$ cat config.mk
export PLATFORM = sky130hd
export DESIGN_NAME = routerOutput
export DESIGN_NICKNAME = d
export VERILOG_FILES = /design/src/rtl/flitPkg.sv /design/src/rtl/arbPkg.sv /design/src/rtl/flitQueue.sv /design/src/rtl/grantTimer.sv /design/src/rtl/portArbiter.sv /design/src/rtl/linkMaster.sv /design/src/rtl/routerOutput.sv
export SDC_FILE = /design/constraint.sdc
export NUM_CORES = 1
export LEC_CHECK = 0
export BUFFER_PORTS_ARGS = -buffer_cell sky130_fd_sc_hd__clkbuf_2
export CORE_MARGIN = 8
export CORE_UTILIZATION = 59
export CTS_CLUSTER_DIAMETER = 200
export DETAILED_ROUTE_END_ITERATION = 10
export PLACE_DENSITY = 0.78
export SETUP_SLACK_MARGIN = 0.05
export SLEW_MARGIN = 25
export SYNTH_ARGS = -nofsm -noshare
export SYNTH_HDL_FRONTEND = slang
export SYNTH_SLANG_ARGS = --single-unit
$ cat constraint.sdc
create_clock -name clk -period 11.99 [get_ports clk]
set_input_delay 0.5995 -clock clk [delete_from_list [all_inputs] [get_ports clk]]
set_output_delay 0.5995 -clock clk [all_outputs]
set_load 0.01 [all_outputs]
$ cat src/rtl/flitPkg.sv
package flitPkg;

  // ********************
  // Flit format
  // ********************
  localparam int NumPorts     = 5;
  localparam int PayloadWidth = 16;
  localparam int LengthWidth  = 12;

  typedef enum logic [2:0] {
    FlitHead = 3'd1,
    FlitBody = 3'd2,
    FlitTail = 3'd3
  } flitKind;

  // Index of each input side, also the grant encoding
  typedef enum logic [2:0] {
    PortL = 3'd0,
    PortN = 3'd1,
    PortE = 3'd2,
    PortW = 3'd3,
    PortS = 3'd4
  } portId;

  typedef struct packed {
    flitKind                 kind;
    logic [LengthWidth-1:0]  length;   // Grant limit in cycles, head flits only
    logic [PayloadWidth-1:0] payload;
  } flitT;

  // Outbound word carries the source side along
  typedef struct packed {
    portId source;
    flitT  flit;
  } linkFlitT;

endpackage

$ cat src/rtl/arbPkg.sv
package arbPkg;

  localparam int QueueDepth = 4;
  localparam int PtrWidth   = $clog2(QueueDepth);
  localparam int CountWidth = flitPkg::LengthWidth;  // Compared against head length

  // Grant states share the portId values, idle sits outside that range
  typedef enum logic [2:0] {
    GrantL = 3'd0,
    GrantN = 3'd1,
    GrantE = 3'd2,
    GrantW = 3'd3,
    GrantS = 3'd4,
    Idle   = 3'd7
  } arbState;

endpackage

$ cat src/rtl/flitQueue.sv
module flitQueue (
  input  logic                             clk,
  input  logic                             rst,
  input  logic                             pushValid,
  input  flitPkg::flitT                    pushFlit,
  output logic                             pushReady,
  input  logic                             pop,
  output logic                             req,
  output flitPkg::flitT                    headFlit,
  output logic [flitPkg::LengthWidth-1:0]  limit
);
  import flitPkg::*;
  import arbPkg::*;

  flitT                   mem [QueueDepth];
  logic [PtrWidth-1:0]    rdPtr;
  logic [PtrWidth-1:0]    wrPtr;
  logic [PtrWidth:0]      count;
  logic [LengthWidth-1:0] heldLimit;
  logic                   pushEn;
  logic                   popEn;
  logic                   headAtFront;

  function automatic logic [PtrWidth-1:0] nextPtr(input logic [PtrWidth-1:0] ptr);
    return (ptr == PtrWidth'(QueueDepth - 1)) ? '0 : ptr + 1'b1;
  endfunction

  assign pushReady   = (count != (PtrWidth + 1)'(QueueDepth));
  assign req         = (count != '0);
  assign pushEn      = pushValid && pushReady;
  assign popEn       = pop && req;
  assign headFlit    = mem[rdPtr];
  assign headAtFront = req && (headFlit.kind == FlitHead);

  // A fresh head applies at once, body flits keep the packet's limit
  assign limit = headAtFront ? headFlit.length : heldLimit;

  always_ff @(posedge clk)
  begin
    if (pushEn)
      mem[wrPtr] <= pushFlit;
  end

  always_ff @(posedge clk)
  begin
    if (rst)
    begin
      rdPtr     <= '0;
      wrPtr     <= '0;
      count     <= '0;
      heldLimit <= '0;
    end
    else
    begin
      if (pushEn)
        wrPtr <= nextPtr(wrPtr);
      if (popEn)
        rdPtr <= nextPtr(rdPtr);
      if (pushEn && !popEn)
        count <= count + 1'b1;
      else if (popEn && !pushEn)
        count <= count - 1'b1;
      if (headAtFront)
        heldLimit <= headFlit.length;
    end
  end

endmodule

$ cat src/rtl/grantTimer.sv
module grantTimer (
  input  logic                            clk,
  input  logic                            rst,
  input  logic                            run,
  input  logic [arbPkg::CountWidth-1:0]   limit,
  output logic                            expired
);
  import arbPkg::*;

  logic [CountWidth-1:0] count;

  // Counts cycles of an active grant, cleared as soon as run drops
  always_ff @(posedge clk)
  begin
    if (rst)
      count <= '0;
    else if (!run)
      count <= '0;
    else
      count <= count + 1'b1;
  end

  assign expired = (count == limit);

endmodule

$ cat src/rtl/portArbiter.sv
module portArbiter (
  input  logic                          clk,
  input  logic                          rst,
  input  logic [flitPkg::NumPorts-1:0]  req,
  input  logic [flitPkg::NumPorts-1:0]  expired,
  output logic [flitPkg::NumPorts-1:0]  run,
  output arbPkg::arbState               grant
);
  import flitPkg::*;
  import arbPkg::*;

  arbState state;
  arbState nextState;

  // ********************
  // State register
  // ********************
  always_ff @(posedge clk)
  begin
    if (rst)
      state <= Idle;
    else
      state <= nextState;
  end

  assign grant = state;

  // ********************
  // Next grant
  // ********************
  always_comb
  begin : nextGrant
    int cur;
    int p;
    nextState = Idle;
    run       = '0;
    cur       = int'(state);
    p         = 0;
    if (state == Idle)
    begin
      // Fixed priority L, N, E, W, S, lowest index wins
      for (int i = NumPorts - 1; i >= 0; i--)
      begin
        if (req[i])
          nextState = arbState'(i);
      end
    end
    else if (cur < NumPorts)
    begin
      if (req[cur] && !expired[cur])
      begin
        nextState = state;  // Hold and keep the timer going
        run[cur]  = 1'b1;
      end
      else
      begin
        // Nearest requester after the current port, current one excluded
        for (int k = NumPorts - 1; k >= 1; k--)
        begin
          p = cur + k;
          if (p >= NumPorts)
            p = p - NumPorts;
          if (req[p])
            nextState = arbState'(p);
        end
      end
    end
  end

endmodule

$ cat src/rtl/linkMaster.sv
module linkMaster (
  input  logic                          clk,
  input  logic                          rst,
  input  arbPkg::arbState               grant,
  input  flitPkg::flitT                 heads [flitPkg::NumPorts],
  input  logic [flitPkg::NumPorts-1:0]  req,
  output logic [flitPkg::NumPorts-1:0]  pop,
  output logic                          wbCyc,
  output logic                          wbStb,
  output flitPkg::linkFlitT             wbDat,
  input  logic                          wbAck
);
  import flitPkg::*;
  import arbPkg::*;

  linkFlitT selFlit;
  logic     granted;
  logic     load;
  logic     full;

  // ********************
  // Granted head select
  // ********************
  always_comb
  begin
    selFlit = '0;
    granted = 1'b0;
    for (int p = 0; p < NumPorts; p++)
    begin
      if (grant == arbState'(p))
      begin
        selFlit.source = portId'(p);
        selFlit.flit   = heads[p];
        granted        = req[p];
      end
    end
  end

  // Empty register, or the word in it completes this edge
  assign load = granted && (!full || wbAck);

  always_comb
  begin
    for (int p = 0; p < NumPorts; p++)
      pop[p] = load && (grant == arbState'(p));
  end

  // ********************
  // Holding register
  // ********************
  always_ff @(posedge clk)
  begin
    if (rst)
      full <= 1'b0;
    else if (load)
      full <= 1'b1;
    else if (wbAck)
      full <= 1'b0;
  end

  always_ff @(posedge clk)
  begin
    if (load)
      wbDat <= selFlit;
  end

  assign wbCyc = full;
  assign wbStb = full;  // Single beat cycles, strobe follows cycle

endmodule

$ cat src/rtl/routerOutput.sv
module routerOutput (
  input  logic                          clk,
  input  logic                          rst,
  input  logic [flitPkg::NumPorts-1:0]  pushValid,
  input  flitPkg::flitT                 pushFlit [flitPkg::NumPorts],
  output logic [flitPkg::NumPorts-1:0]  pushReady,
  output logic                          wbCyc,
  output logic                          wbStb,
  output flitPkg::linkFlitT             wbDat,
  input  logic                          wbAck
);
  import flitPkg::*;
  import arbPkg::*;

  logic [NumPorts-1:0]    req;
  logic [NumPorts-1:0]    pop;
  logic [NumPorts-1:0]    run;
  logic [NumPorts-1:0]    expired;
  logic [LengthWidth-1:0] limits [NumPorts];
  flitT                   heads [NumPorts];
  arbState                grant;

  // One queue and one timer per input side
  for (genvar p = 0; p < NumPorts; p++)
  begin : gPort
    flitQueue queue_i (
      .clk       (clk),
      .rst       (rst),
      .pushValid (pushValid[p]),
      .pushFlit  (pushFlit[p]),
      .pushReady (pushReady[p]),
      .pop       (pop[p]),
      .req       (req[p]),
      .headFlit  (heads[p]),
      .limit     (limits[p])
    );

    grantTimer timer_i (
      .clk     (clk),
      .rst     (rst),
      .run     (run[p]),
      .limit   (limits[p]),
      .expired (expired[p])
    );
  end

  portArbiter arbiter_i (
    .clk     (clk),
    .rst     (rst),
    .req     (req),
    .expired (expired),
    .run     (run),
    .grant   (grant)
  );

  linkMaster link_i (
    .clk   (clk),
    .rst   (rst),
    .grant (grant),
    .heads (heads),
    .req   (req),
    .pop   (pop),
    .wbCyc (wbCyc),
    .wbStb (wbStb),
    .wbDat (wbDat),
    .wbAck (wbAck)
  );

endmodule

After elaboration in Yosys (flattened, before gate mapping). Memory sizes are Yosys's and may differ from the RTL's. A register that Yosys moved wholly into a read port is not among the register bits. Index checks and enable logic that the tools add are counted.

Register bits after elaboration: 193. RAM bits: 620. Output and inout port bits: 41. Logic and storage cells: 285. Memories kept: 5.

Memories: gPort[0].queue_i.mem (words 4, bits a word 31, rd ports 1, clocked after memory_dff 1, wr ports 1, line flitQueue.sv:15) `flitT mem [QueueDepth];`; gPort[1].queue_i.mem (words 4, bits a word 31, rd ports 1, clocked after memory_dff 1, wr ports 1, line flitQueue.sv:15); gPort[2].queue_i.mem (words 4, bits a word 31, rd ports 1, clocked after memory_dff 1, wr ports 1, line flitQueue.sv:15); gPort[3].queue_i.mem (words 4, bits a word 31, rd ports 1, clocked after memory_dff 1, wr ports 1, line flitQueue.sv:15); gPort[4].queue_i.mem (words 4, bits a word 31, rd ports 1, clocked after memory_dff 1, wr ports 1, line flitQueue.sv:15).

Add/sub/neg operators: 33. $lt $le $gt $ge: 11. Equal/unequal tests: 31. Mux-type cells: 106. Bitwise operators: 5. Reduce and logical (&&, ||, !) cells: 63.

Operators with widths (count): $mux 32 (17); $ge 32x4->1 const B (4); $lt 32x5->1 const B (4); $sub 32x4->32 const B (4); $mux 33 (2); $mux 3 (21); $mux 31 (2); $add 12x1->12 const B (5); $eq 12x12->1 (5); $mux 12 (5); $mux 2 (21); $logic_and 1x1->1 (33); $mux 1 (28); $add 2x1->2 const B (10); $eq 2x2->1 const B (10); $bmux 1 s3 (6); $eq 3x1->1 const B (6); $add 3x1->3 const B (5); $mux 5 (3); $ne 3x3->1 const B (5); $reduce_bool 3->1 (5); $sub 3x1->3 const B (5); $logic_not 1->1 (12); $reduce_bool 2->1 (6); other kinds (14) (25).

Longest topological paths before layout. Gate-level depths: netlist of the first run.

Depth in word-level cells: 21. Gate-level depth with buffers: 18.

Cells and area by module. A second synthesis of the first run with hierarchy kept.

Cell total of the unflattened synthesis: 2140. Area total of the unflattened synthesis: 35117.4 sq um.

Modules (own cells, without submodules): flitQueue (gPort[0].queue_i ...) (times used 3, cells each 277, area an instance 5622.9 sq um); flitQueue (gPort[2].queue_i) (times used 1, cells each 277, area an instance 5624.1 sq um); flitQueue (gPort[4].queue_i) (times used 1, cells each 278, area an instance 5612.9 sq um); grantTimer (times used 5, cells each 76, area an instance 659.4 sq um); linkMaster (times used 1, cells each 206, area an instance 2434.8 sq um); portArbiter (times used 1, cells each 168, area an instance 1280.0 sq um).

Worst setup path before layout of the first run. Ideal clock, no wire load.

Kind: register to register. From: register arbiter_i.state[0], in the netlist arbiter_i.grant[0]. To: register gPort[1].queue_i.count[2]. Library setup time: 0.070 ns. Arrival: 5.344 ns. Path slack: 6.576 ns. Stages on the path, launching flop included: 18. Path buffers: 3. Period minus slack after synthesis: 5.414 ns. Path through: dfxtp_1 > clkbuf_1 > inv_1 > clkbuf_1 > clkbuf_1 > ha_1 > nor3b_1 > a221oi_1 > o31ai_1 > a21oi_1 > nor2_1 > nand3_1 > ha_1 > inv_1 > fa_1 > xor2_1 > or3_1 > a21oi_1.

Longest elaborated chain between the ends: 12. Elaborated cells between the ends (all ways): 18. Those cells by class: eq/ne (4); mux (6); reduce/logical (8).

Ends and longest elaborated chain: start: declaration (line portArbiter.sv:12) `arbState state;`; start signal: assignment (line portArbiter.sv:21) `state <= Idle;`; start signal: assignment (line portArbiter.sv:23) `state <= nextState;`; $logic_not 3->1 (line linkMaster.sv:30) `if (grant == arbState'(p))`; $mux 1 (4 in a row) (line linkMaster.sv:30); $mux 1 * (line linkMaster.sv:30); $logic_and 1x1->1 * (line linkMaster.sv:40) `assign load = granted && (!full || wbAck);`; net link_i.load (line linkMaster.sv:18) `logic load;`; $logic_and 1x1->1 * (line linkMaster.sv:45) `pop[p] = load && (grant == arbState'(p));`; $logic_and 1x1->1 * (line flitQueue.sv:31) `assign popEn = pop && req;`; $logic_not 1->1 (line flitQueue.sv:59) `if (pushEn && !popEn)`; $logic_and 1x1->1 (line flitQueue.sv:59); $mux 3 or $reduce_bool 2->1 (tied branches); end signal: assignment (line flitQueue.sv:60) `count <= count + 1'b1;`; end signal: assignment (line flitQueue.sv:62) `count <= count - 1'b1;`; end: declaration (line flitQueue.sv:18) `logic [PtrWidth:0] count;`.

Mark *: on every way through the listed nets, which the timed path passes. The rest lies on a longest branch. A chain may end at the register's enable or synchronous reset.

==> results of run 1 <==
[metrics by stage]
step | std cells | cell area, µm² | utilization, %
final | 3225 | 38500 | 67.2
after global routing | 3224 | 38500 | 67.2
after CTS | 3214 | 38400 | 67.1
after detailed placement | 3070 | 35900 | 62.6
after global placement | 3070 | 35900 | 62.6
after floorplan | 2160 | 33900 | -
[worst max path at each step]
stage | start | end | depth (start not counted)
2_1_floorplan | arbiter_i.grant[0]$_SDFFE_PP1P_ | gPort[1].queue_i.count[2]$_SDFFE_PP0P_ | 17
3_3_place_gp | flip-flop | arbiter_i.grant[1]$_SDFFE_PP1P_ | 12
3_5_place_dp | flip-flop | arbiter_i.grant[1]$_SDFFE_PP1P_ | 12
4_1_cts | flip-flop | arbiter_i.grant[1]$_SDFFE_PP1P_ | 12
5_1_grt | flip-flop | arbiter_i.grant[1]$_SDFFE_PP1P_ | 12
6_report | flip-flop | arbiter_i.grant[1]$_SDFFE_PP1P_ | 12
[cell usage in the layout (no fill, tap or decap), types with 8 or more instances in the layout]
cell                        count
sky130_fd_sc_hd__and3_1        40
sky130_fd_sc_hd__ha_1          49
sky130_fd_sc_hd__clkinv_1      12
sky130_fd_sc_hd__nand3_1       39
sky130_fd_sc_hd__edfxtp_1     654
sky130_fd_sc_hd__clkbuf_2     202
sky130_fd_sc_hd__o22ai_1       12
sky130_fd_sc_hd__diode_2       11
sky130_fd_sc_hd__mux4_2       156
sky130_fd_sc_hd__nor2b_1       11
sky130_fd_sc_hd__nor3_1       100
sky130_fd_sc_hd__dfxtp_1      164
sky130_fd_sc_hd__clkbuf_16     85
sky130_fd_sc_hd__nand4_1        8
sky130_fd_sc_hd__nand2b_1      14
sky130_fd_sc_hd__mux2i_1       80
sky130_fd_sc_hd__buf_4         50
sky130_fd_sc_hd__inv_1         77
sky130_fd_sc_hd__xnor2_1       50
sky130_fd_sc_hd__xor2_1        50
sky130_fd_sc_hd__a221oi_1      36
sky130_fd_sc_hd__or3_1         12
sky130_fd_sc_hd__o21ai_0       29
sky130_fd_sc_hd__a21oi_1      106
sky130_fd_sc_hd__nand2_1       50
sky130_fd_sc_hd__nor2_1       176
sky130_fd_sc_hd__a211oi_1       8
sky130_fd_sc_hd__nor4_1        17
sky130_fd_sc_hd__clkbuf_1      22
sky130_fd_sc_hd__clkinv_2       9
[kinds of logic after synthesis]
| kind of cell | Yosys count |
|---|---|
| flops | 823 |
| simple gates | 495 |
| compound gates | 263 |
| mux | 238 |
| buf+inv | 185 |
| xor+xnor | 100 |
| fa+ha+maj | 56 |
[area by class of cell]
cell class,instances,area [µm²],area share (%)
sequential,823,23000,59.9
multi-input combinational,1152,10200,26.5
clock buffer,114,2300,5.98
timing repair buffer,252,1390,3.60
tap,765,957,2.49
inverter,78,293,0.761
clock inverter,30,275,0.716
antenna,11,27.5,0.0716
[sequential cells by signal, summed over array words and instances (netlist names), named ones only]
name                     count
arbiter_i.grant              3
gPort.queue_i.rdPtr         10
gPort.queue_i.heldLimit     60
gPort.queue_i.count         15
link_i.wbDat                34
gPort.timer_i.count         60
gPort.queue_i.wrPtr         10
gPort.queue_i.mem          620
link_i.wbCyc                 1
[where the power goes]
group | internal (µW) | switching [µW]
sequential | 3380 | 106
clock | 1440 | 1030
combinational | 493 | 868
[worst reg2reg max path, cell delays in order, from the launching register on]
cell                       delay, ns
sky130_fd_sc_hd__dfxtp_2        0.31
sky130_fd_sc_hd__buf_4          0.49
sky130_fd_sc_hd__mux4_2         0.66
sky130_fd_sc_hd__nor4b_4        0.27
sky130_fd_sc_hd__buf_4          0.35
sky130_fd_sc_hd__mux2i_1        0.28
sky130_fd_sc_hd__o21ai_0        0.11
sky130_fd_sc_hd__or3_1          0.38
sky130_fd_sc_hd__nor4_1         0.53
sky130_fd_sc_hd__o31ai_2        0.21
sky130_fd_sc_hd__o21bai_4       0.50
sky130_fd_sc_hd__buf_4          0.44
sky130_fd_sc_hd__a32oi_1        0.16
[metal layers]
metal	share of wire (%)	global-route usage, %	routed length [µm]	vias to the layer above
met3	7.0	4.21	5750	182
met4	4.0	10.8	3270	14
met2	50	41.6	41300	890
met1	39	31.1	31600	10018
li1	-	-	-	8848
met5	0.11	0	94	-
==> run summary, run 1 <==
OUTCOME
--------------------------------------------------------------------------------------------------------
Run status                                                                                  finished clean

PWR
--------------------------------------------------------------------------------------------------------
Maximum vdd drop                                                                              0.000173 V
Static Leakage                                                                                 0.0131 µW
Power per standard cell area                                                                  190 mW/mm²
Final Power                                                                                      7320 µW

LOGIC SYNTHESIS
--------------------------------------------------------------------------------------------------------
Synth Instances                                                                                     2160
Portion of netlist area occupied by mux cells                                                      12.8%
Primary flip-flop cell chosen by synthesis mapping                                          sky130_fd_sc_hd__edfxtp_1
Synth top area share                                                                               57.9%
Dominant combinational cell family by area after synthesis                                  multiplexers
Simple-gate area share of the yosys netlist                                                        7.15%
Cell accounting for the most synthesized area                                               sky130_fd_sc_hd__edfxtp_1
Most frequent cell after synthesis                                                          sky130_fd_sc_hd__edfxtp_1
FF+latch count, synth                                                                                823
Number of different library cells in the post-synthesis netlist                                       74
Xor and xnor fraction of the mapped netlist area                                                   2.58%
Post-synthesis sequential area ratio                                                               67.8%
Synthesized Nets                                                                                    2379
Top post-synthesis cells by area                                                            sky130_fd_sc_hd__edfxtp_1 (58%), sky130_fd_sc_hd__mux4_2 (10%), sky130_fd_sc_hd__dfxtp_1 (10%)
Yosys warning total                                                                                    0
Number of synthesized flops with an enable pin                                                       654
Synth Area per Inst                                                                             15.7 µm²
Fraction of the mapped netlist area in compound gates                                              5.17%
Post-synth top cells                                                                        sky130_fd_sc_hd__edfxtp_1 (654), sky130_fd_sc_hd__nor2_1 (177), sky130_fd_sc_hd__dfxtp_1 (169)
Mapped Area                                                                                   0.0339 mm²
Area share of fa/ha/maj cells after synthesis                                                      2.20%
Async set-or-reset flop fraction in the synthesized netlist                                           0%

FLOORPLAN
--------------------------------------------------------------------------------------------------------
Die height                                                                                        256 µm
IO Pins                                                                                              204
Initial Utilization                                                                                59.3%
Floorplan die area                                                                            0.0654 mm²
Number of standard-cell rows in the floorplan                                                         88
Core footprint                                                                                0.0573 mm²
X dimension of the die                                                                            256 µm

DETAILED ROUTING
--------------------------------------------------------------------------------------------------------
Number of antenna-violating nets in the routed design                                                  0
Drt via density                                                                                     6.19
Detail-routed net length per standard cell                                                       25.4 µm
Drt pass-1 iters                                                                                       5
Drt drc                                                                                                0
Via total after detailed routing                                                                   19952
Initial DRC Count                                                                                   2151
WL final                                                                                         82.0 mm

MIN PATH
--------------------------------------------------------------------------------------------------------
Worst min-delay path class                                                                        in2reg
Terminating pin of the worst hold path                                                      gPort[4].queue_i.mem[3][0]$_DFFE_PP_
Hold Path Depth                                                                                        1
Worst Hold Launch                                                                            pushFlit[0]

FLOW RUN
--------------------------------------------------------------------------------------------------------
Maximum Capacitance Violations                                                                         0

SETUP PATH
--------------------------------------------------------------------------------------------------------
Crit path buf inv count                                                                                3
Signal arrival time at the worst endpoint                                                        5.28 ns
CP Capture Type                                                                                flip-flop
CP max FO                                                                                             34
Destination of the worst register-to-register timing path                                   arbiter_i.grant[1]$_SDFFE_PP1P_
Slowest cell delay on critical path                                                              0.64 ns
Critical path type                                                                               reg2reg
Startpoint type of the worst setup path                                                        flip-flop
Library cell appearing most often on the critical path                                      sky130_fd_sc_hd__buf_4
Kind of cell adding the most delay to the critical path                                     buffers and inverters
Critical-path cell list                                                                     buf_4 > mux4_2 > nor4b_4 > buf_4 > mux2i_1 > o21ai_0 > or3_1 > nor4_1 > o31ai_2 > o21bai_4 > buf_4 > a32oi_1
R2r worst-path depth                                                                                  12
Critical-path top delay cell                                                                sky130_fd_sc_hd__mux4_2
Data required, critical path                                                                    12.46 ns
Worst R2R Setup Slack                                                                            7.18 ns

PLACE
--------------------------------------------------------------------------------------------------------
Dpl hpwl                                                                                         53.3 mm
Buffers added on ports                                                                               203
Setup slack at placement                                                                         7.16 ns
Routability-driven placement congestion ratio                                                      0.886

STA
--------------------------------------------------------------------------------------------------------
Timing-limited maximum frequency                                                               0.208 GHz
Worst-Margin Slew                                                                                1.03 ns
Final period utilization                                                                           40.1%
Hold slack final                                                                                0.200 ns
Setup Viol. Count Final                                                                                0
Final period demand of the worst path                                                            4.81 ns
Aggregate negative setup slack                                                                      0 ns
Number of hold-slack violations in the final timing report                                             0
RSZ-0062 raised after global routing                                                                  no
Worst Skew                                                                                     0.0173 ns
Max-slew violation count                                                                               0
Remaining max-slew budget at the tightest pin                                                      30.9%
Worst setup margin                                                                               7.18 ns

GLOBAL ROUTING
--------------------------------------------------------------------------------------------------------
Global-route wire length before repair                                                            124 mm
Global route total overflow                                                                            0
Combined global-route utilization of all metal layers                                              24.5%
Pin count of the biggest net entering global routing                                                  69
Initial antenna violation count                                                                       15
Vias in the first global route                                                                     20283

CLOCK NETWORK
--------------------------------------------------------------------------------------------------------
Number of clock sinks                                                                                823
Number of levels in the clock H-tree                                                                   3
Setup repair bufs after CTS                                                                            0
CTS resizes                                                                                            0
Post-CTS clock slew at the launch and capture registers of the worst setup and hold paths        0.06 ns
TritonCTS clock tree                                                                               built
Clock tree root buffer cell                                                                 sky130_fd_sc_hd__clkbuf_16
Clock buffer depth                                                                                     3
Number of CTS-inserted buffers                                                                        81
Hold buffer count at CTS                                                                               0
Clk Latency, worst-skew pair                                                                     0.61 ns

CELLS AND AREA
--------------------------------------------------------------------------------------------------------
Number of filler instances in the final layout                                                      3857
Share of cells above drive strength 1                                                              22.5%
Final nets                                                                                          2607
Area growth, synth to finish                                                                       13.4%

(Power assumes the default switching activity.)
==> inputs of run 2 (changes only) <==
--- a/config.mk
+++ b/config.mk
@@ -5,6 +5,7 @@
 export SDC_FILE = /design/constraint.sdc
 export NUM_CORES = 1
 export LEC_CHECK = 0
+export ABC_AREA = 1
 export BUFFER_PORTS_ARGS = -buffer_cell sky130_fd_sc_hd__clkbuf_2
 export CORE_MARGIN = 8
 export CORE_UTILIZATION = 59
==> constraint.sdc (replaced) <==
create_clock -name clk -period 4.78 [get_ports clk]
set_input_delay 0.239 -clock clk [delete_from_list [all_inputs] [get_ports clk]]
set_output_delay 0.239 -clock clk [all_outputs]
set_load 0.01 [all_outputs]
==> run summary, run 2 <==
DETAILED ROUTING
--------------------------------------------------------------------------------------------------------
Initial DRC Count                                                                                   2745
Drt pass-1 iters                                                                                       5
Drt via density                                                                                     5.93
Drt drc                                                                                                0
Number of antenna-violating nets in the routed design                                                  0
Via total after detailed routing                                                                   26012
Detail-routed net length per standard cell                                                       21.4 µm
WL final                                                                                         93.7 mm

STA
--------------------------------------------------------------------------------------------------------
Remaining max-slew budget at the tightest pin                                                      32.1%
Aggregate negative setup slack                                                                      0 ns
Timing-limited maximum frequency                                                               0.245 GHz
Final period demand of the worst path                                                            4.09 ns
Worst-Margin Slew                                                                                1.02 ns
Setup Viol. Count Final                                                                                0
RSZ-0062 raised after global routing                                                                  no
Final period utilization                                                                           85.5%
Worst Skew                                                                                     0.0297 ns
Max-slew violation count                                                                               0
Worst setup margin                                                                              0.694 ns
Number of hold-slack violations in the final timing report                                             0

SETUP PATH
--------------------------------------------------------------------------------------------------------
Signal arrival time at the worst endpoint                                                        4.60 ns
Critical-path cell list                                                                     ha_1 > ha_1 > inv_1 > o211ai_1 > a21oi_4 > nand3_1 > ha_1 > inv_1 > fa_1 > a21oi_1 > o21ai_0 > o21ai_0 > a21oi_1
Slowest cell delay on critical path                                                              0.62 ns
Data required, critical path                                                                     5.29 ns
CP max FO                                                                                             20
Library cell appearing most often on the critical path                                      sky130_fd_sc_hd__ha_1
Critical-path top delay cell                                                                sky130_fd_sc_hd__dfxtp_1
Critical path type                                                                               reg2reg
Kind of cell adding the most delay to the critical path                                      adder cells
Crit path buf inv count                                                                                2
CP Capture Type                                                                                flip-flop
Startpoint type of the worst setup path                                                        flip-flop

FLOORPLAN
--------------------------------------------------------------------------------------------------------
X dimension of the die                                                                            259 µm
Floorplan die area                                                                            0.0673 mm²
Number of standard-cell rows in the floorplan                                                         89
Initial Utilization                                                                                59.5%
Core footprint                                                                                0.0588 mm²
IO Pins                                                                                              204
Die height                                                                                        259 µm

LOGIC SYNTHESIS
--------------------------------------------------------------------------------------------------------
Yosys warning total                                                                                    0
Primary flip-flop cell chosen by synthesis mapping                                          sky130_fd_sc_hd__edfxtp_1
Portion of netlist area occupied by mux cells                                                         0%
Area share of fa/ha/maj cells after synthesis                                                      2.13%
Post-synth top cells                                                                        sky130_fd_sc_hd__nand2_1 (700), sky130_fd_sc_hd__edfxtp_1 (654), sky130_fd_sc_hd__nor2_1 (300)
Synth Instances                                                                                     3198
FF+latch count, synth                                                                                823
Post-synthesis sequential area ratio                                                               65.8%
Top post-synthesis cells by area                                                            sky130_fd_sc_hd__edfxtp_1 (56%), sky130_fd_sc_hd__dfxtp_1 (9.7%), sky130_fd_sc_hd__nand2_1 (7.5%)
Most frequent cell after synthesis                                                          sky130_fd_sc_hd__nand2_1
Number of different library cells in the post-synthesis netlist                                       47
Cell accounting for the most synthesized area                                               sky130_fd_sc_hd__edfxtp_1
Synth top area share                                                                               56.2%
Mapped Area                                                                                   0.0350 mm²
Simple-gate area share of the yosys netlist                                                        17.4%
Async set-or-reset flop fraction in the synthesized netlist                                           0%
Synthesized Nets                                                                                    3417
Synth Area per Inst                                                                             10.9 µm²
Number of synthesized flops with an enable pin                                                       654
Dominant combinational cell family by area after synthesis                                  simple AND/OR/NAND/NOR gates
Xor and xnor fraction of the mapped netlist area                                                   1.43%
Fraction of the mapped netlist area in compound gates                                              9.01%

GLOBAL ROUTING
--------------------------------------------------------------------------------------------------------
Combined global-route utilization of all metal layers                                              27.0%
Global-route wire length before repair                                                            142 mm
Vias in the first global route                                                                     25345
Global route total overflow                                                                            0
Pin count of the biggest net entering global routing                                                  63
Initial antenna violation count                                                                       11

PWR
--------------------------------------------------------------------------------------------------------
Sequential group share of total power                                                              46.2%
Part of the power in combinational logic                                                           19.5%
Static Leakage                                                                                 0.0152 µW
Design internal power                                                                           13300 µW
Maximum vdd drop                                                                              0.000406 V
Sw frac                                                                                            29.5%
Clock power share                                                                                  34.3%
Power dissipated by switching net loads                                                          5570 µW
Power per standard cell area                                                                  461 mW/mm²

CELLS AND AREA
--------------------------------------------------------------------------------------------------------
Largest registers in the final layout                                                       gPort.queue_i.mem: 620 flops, gPort.queue_i.heldLimit: 60 flops, gPort.timer_i.count: 60 flops
Leading cell types in the layout, fill and taps excluded                                    sky130_fd_sc_hd__nand2_1 (700), sky130_fd_sc_hd__edfxtp_1 (654), sky130_fd_sc_hd__nand3_1 (280)
Most common cell after layout, fill and taps aside                                          sky130_fd_sc_hd__nand2_1
Post-route insts no fill                                                                            4385
Fin area                                                                                      0.0409 mm²
Final nets                                                                                          3753
Flip-flop count of the largest register, all copies and words added                                  620
Share of cells above drive strength 1                                                              13.7%
Top register by number of flip-flops                                                        gPort.queue_i.mem
Area growth, synth to finish                                                                       17.1%

PLACE
--------------------------------------------------------------------------------------------------------
Routability-driven placement congestion ratio                                                      0.899
Setup slack at placement                                                                        0.792 ns
Placed Cells incl. Taps                                                                             4067
Buffers added on ports                                                                               203
Instance area at placement                                                                    0.0366 mm²
Dpl hpwl                                                                                         58.7 mm

CLOCK NETWORK
--------------------------------------------------------------------------------------------------------
Clock tree root buffer cell                                                                 sky130_fd_sc_hd__clkbuf_16
CTS resizes                                                                                            0
TritonCTS clock tree                                                                               built
Number of clock sinks                                                                                823
Clock buffer depth                                                                                     3
Number of levels in the clock H-tree                                                                   3
Clk Latency, worst-skew pair                                                                     0.64 ns
Number of CTS-inserted buffers                                                                        82
Post-CTS clock slew at the launch and capture registers of the worst setup and hold paths        0.06 ns

MIN PATH
--------------------------------------------------------------------------------------------------------
Worst min-delay path class                                                                        in2reg

OUTCOME
--------------------------------------------------------------------------------------------------------
Run status                                                                                  finished clean

FLOW RUN
--------------------------------------------------------------------------------------------------------
Maximum Capacitance Violations                                                                         0

==> run 2: cell types whose count changed after synthesis, moves of 36 or more <==
cell	before	now
sky130_fd_sc_hd__nor3_1	101	20
sky130_fd_sc_hd__a221oi_1	36	0
sky130_fd_sc_hd__and3_1	40	0
sky130_fd_sc_hd__nor2_1	177	300
sky130_fd_sc_hd__mux4_2	156	0
sky130_fd_sc_hd__o22ai_1	12	49
sky130_fd_sc_hd__mux2i_1	80	0
sky130_fd_sc_hd__inv_1	77	182
sky130_fd_sc_hd__xnor2_1	50	11
sky130_fd_sc_hd__o21ai_0	29	229
sky130_fd_sc_hd__nand2_1	51	700
sky130_fd_sc_hd__nand3_1	39	280
sky130_fd_sc_hd__nor2_2	0	51
==> run 2: layout make-up <==
class                   count  area, µm²
repair buffers            405       2960
clock buffers             105       2240
diodes                     10       25.0
well taps                 773        967
flip-flops and latches    823      23000
fillers                  3948      17900
clock inverters            47        447
multi-input cells        2034      10500
inverters                 188        718
==> run 2: power groups by stage <==
| stage | clock [µW] | sequential [µW] | combinational [µW] |
|---|---|---|---|
| detailed placement | 0 | 8850 | 3460 |
| global route | 6790 | 8760 | 4010 |
| finish | 6470 | 8730 | 3680 |
| CTS | 6480 | 8710 | 3590 |
| global placement | 0 | 8830 | 3340 |
| floorplan | 0 | 8830 | 2230 |
==> run 2: cell families (layout without fill, tap and decap cells) <==
| logic type | after synthesis | after routing |
|---|---|---|
| buf+inv | 341 | 745 |
| flops | 823 | 823 |
| compound gates | 522 | 522 |
| xor+xnor | 57 | 57 |
| fa+ha+maj | 56 | 56 |
| simple gates | 1399 | 1399 |
| other cells | 0 | 10 |
==> run 2: layer usage <==
metal / part of all wire [%] / GRT usage, % / up-vias / wire [µm]
li1: - / - / 11847 / -
met1: 38 / 34.2 / 12489 / 35300
met2: 49 / 44.3 / 1396 / 45600
met3: 8.5 / 4.53 / 276 / 7920
met4: 5.2 / 14.2 / 4 / 4870
met5: 0.035 / 0 / - / 33
==> run 2: timing repair <==
action / 4_1_cts / 5_1_grt
endpoints found under the setup margin: 0 / 0
hold buffers: 155 / 0
buffers inserted: 0 / 0
hold endpoints to repair: 620 / 0
==> run 2: tightest hold or removal path: stages <==
cell                       delay (ns)
sky130_fd_sc_hd__clkbuf_2        0.08
sky130_fd_sc_hd__nand2_1         0.27
sky130_fd_sc_hd__a21oi_1         0.12
==> run 2: path summary, 6_finish.rpt <==
check	start	to	slack, ns	cells after the start
worst min register to register	gPort[4].timer_i.count[0]$_SDFF_PP0_	gPort[4].timer_i.count[0]$_SDFF_PP0_	0.47	1
worst max-delay path	arbiter_i.grant[1]$_SDFFE_PP1P_	gPort[3].queue_i.count[2]$_SDFFE_PP0P_	0.69	13
worst min-delay path	pushValid[0]	gPort[0].queue_i.wrPtr[1]$_SDFFE_PP0P_	0.14	3
worst max register to register	arbiter_i.grant[1]$_SDFFE_PP1P_	gPort[3].queue_i.count[2]$_SDFFE_PP0P_	0.69	13
==> run 2: stage by stage <==
| step | hold slack (ns) | utilization, % | total power, µW |
|---|---|---|---|
| after floorplan | 0.338 | - | 11100 |
| after global placement | 0.448 | 62.3 | 12200 |
| after detailed placement | 0.457 | 62.3 | 12300 |
| after CTS | 0.114 | 69.5 | 18800 |
| after global routing | 0.174 | 69.6 | 19600 |
| final | 0.141 | 69.6 | 18900 |
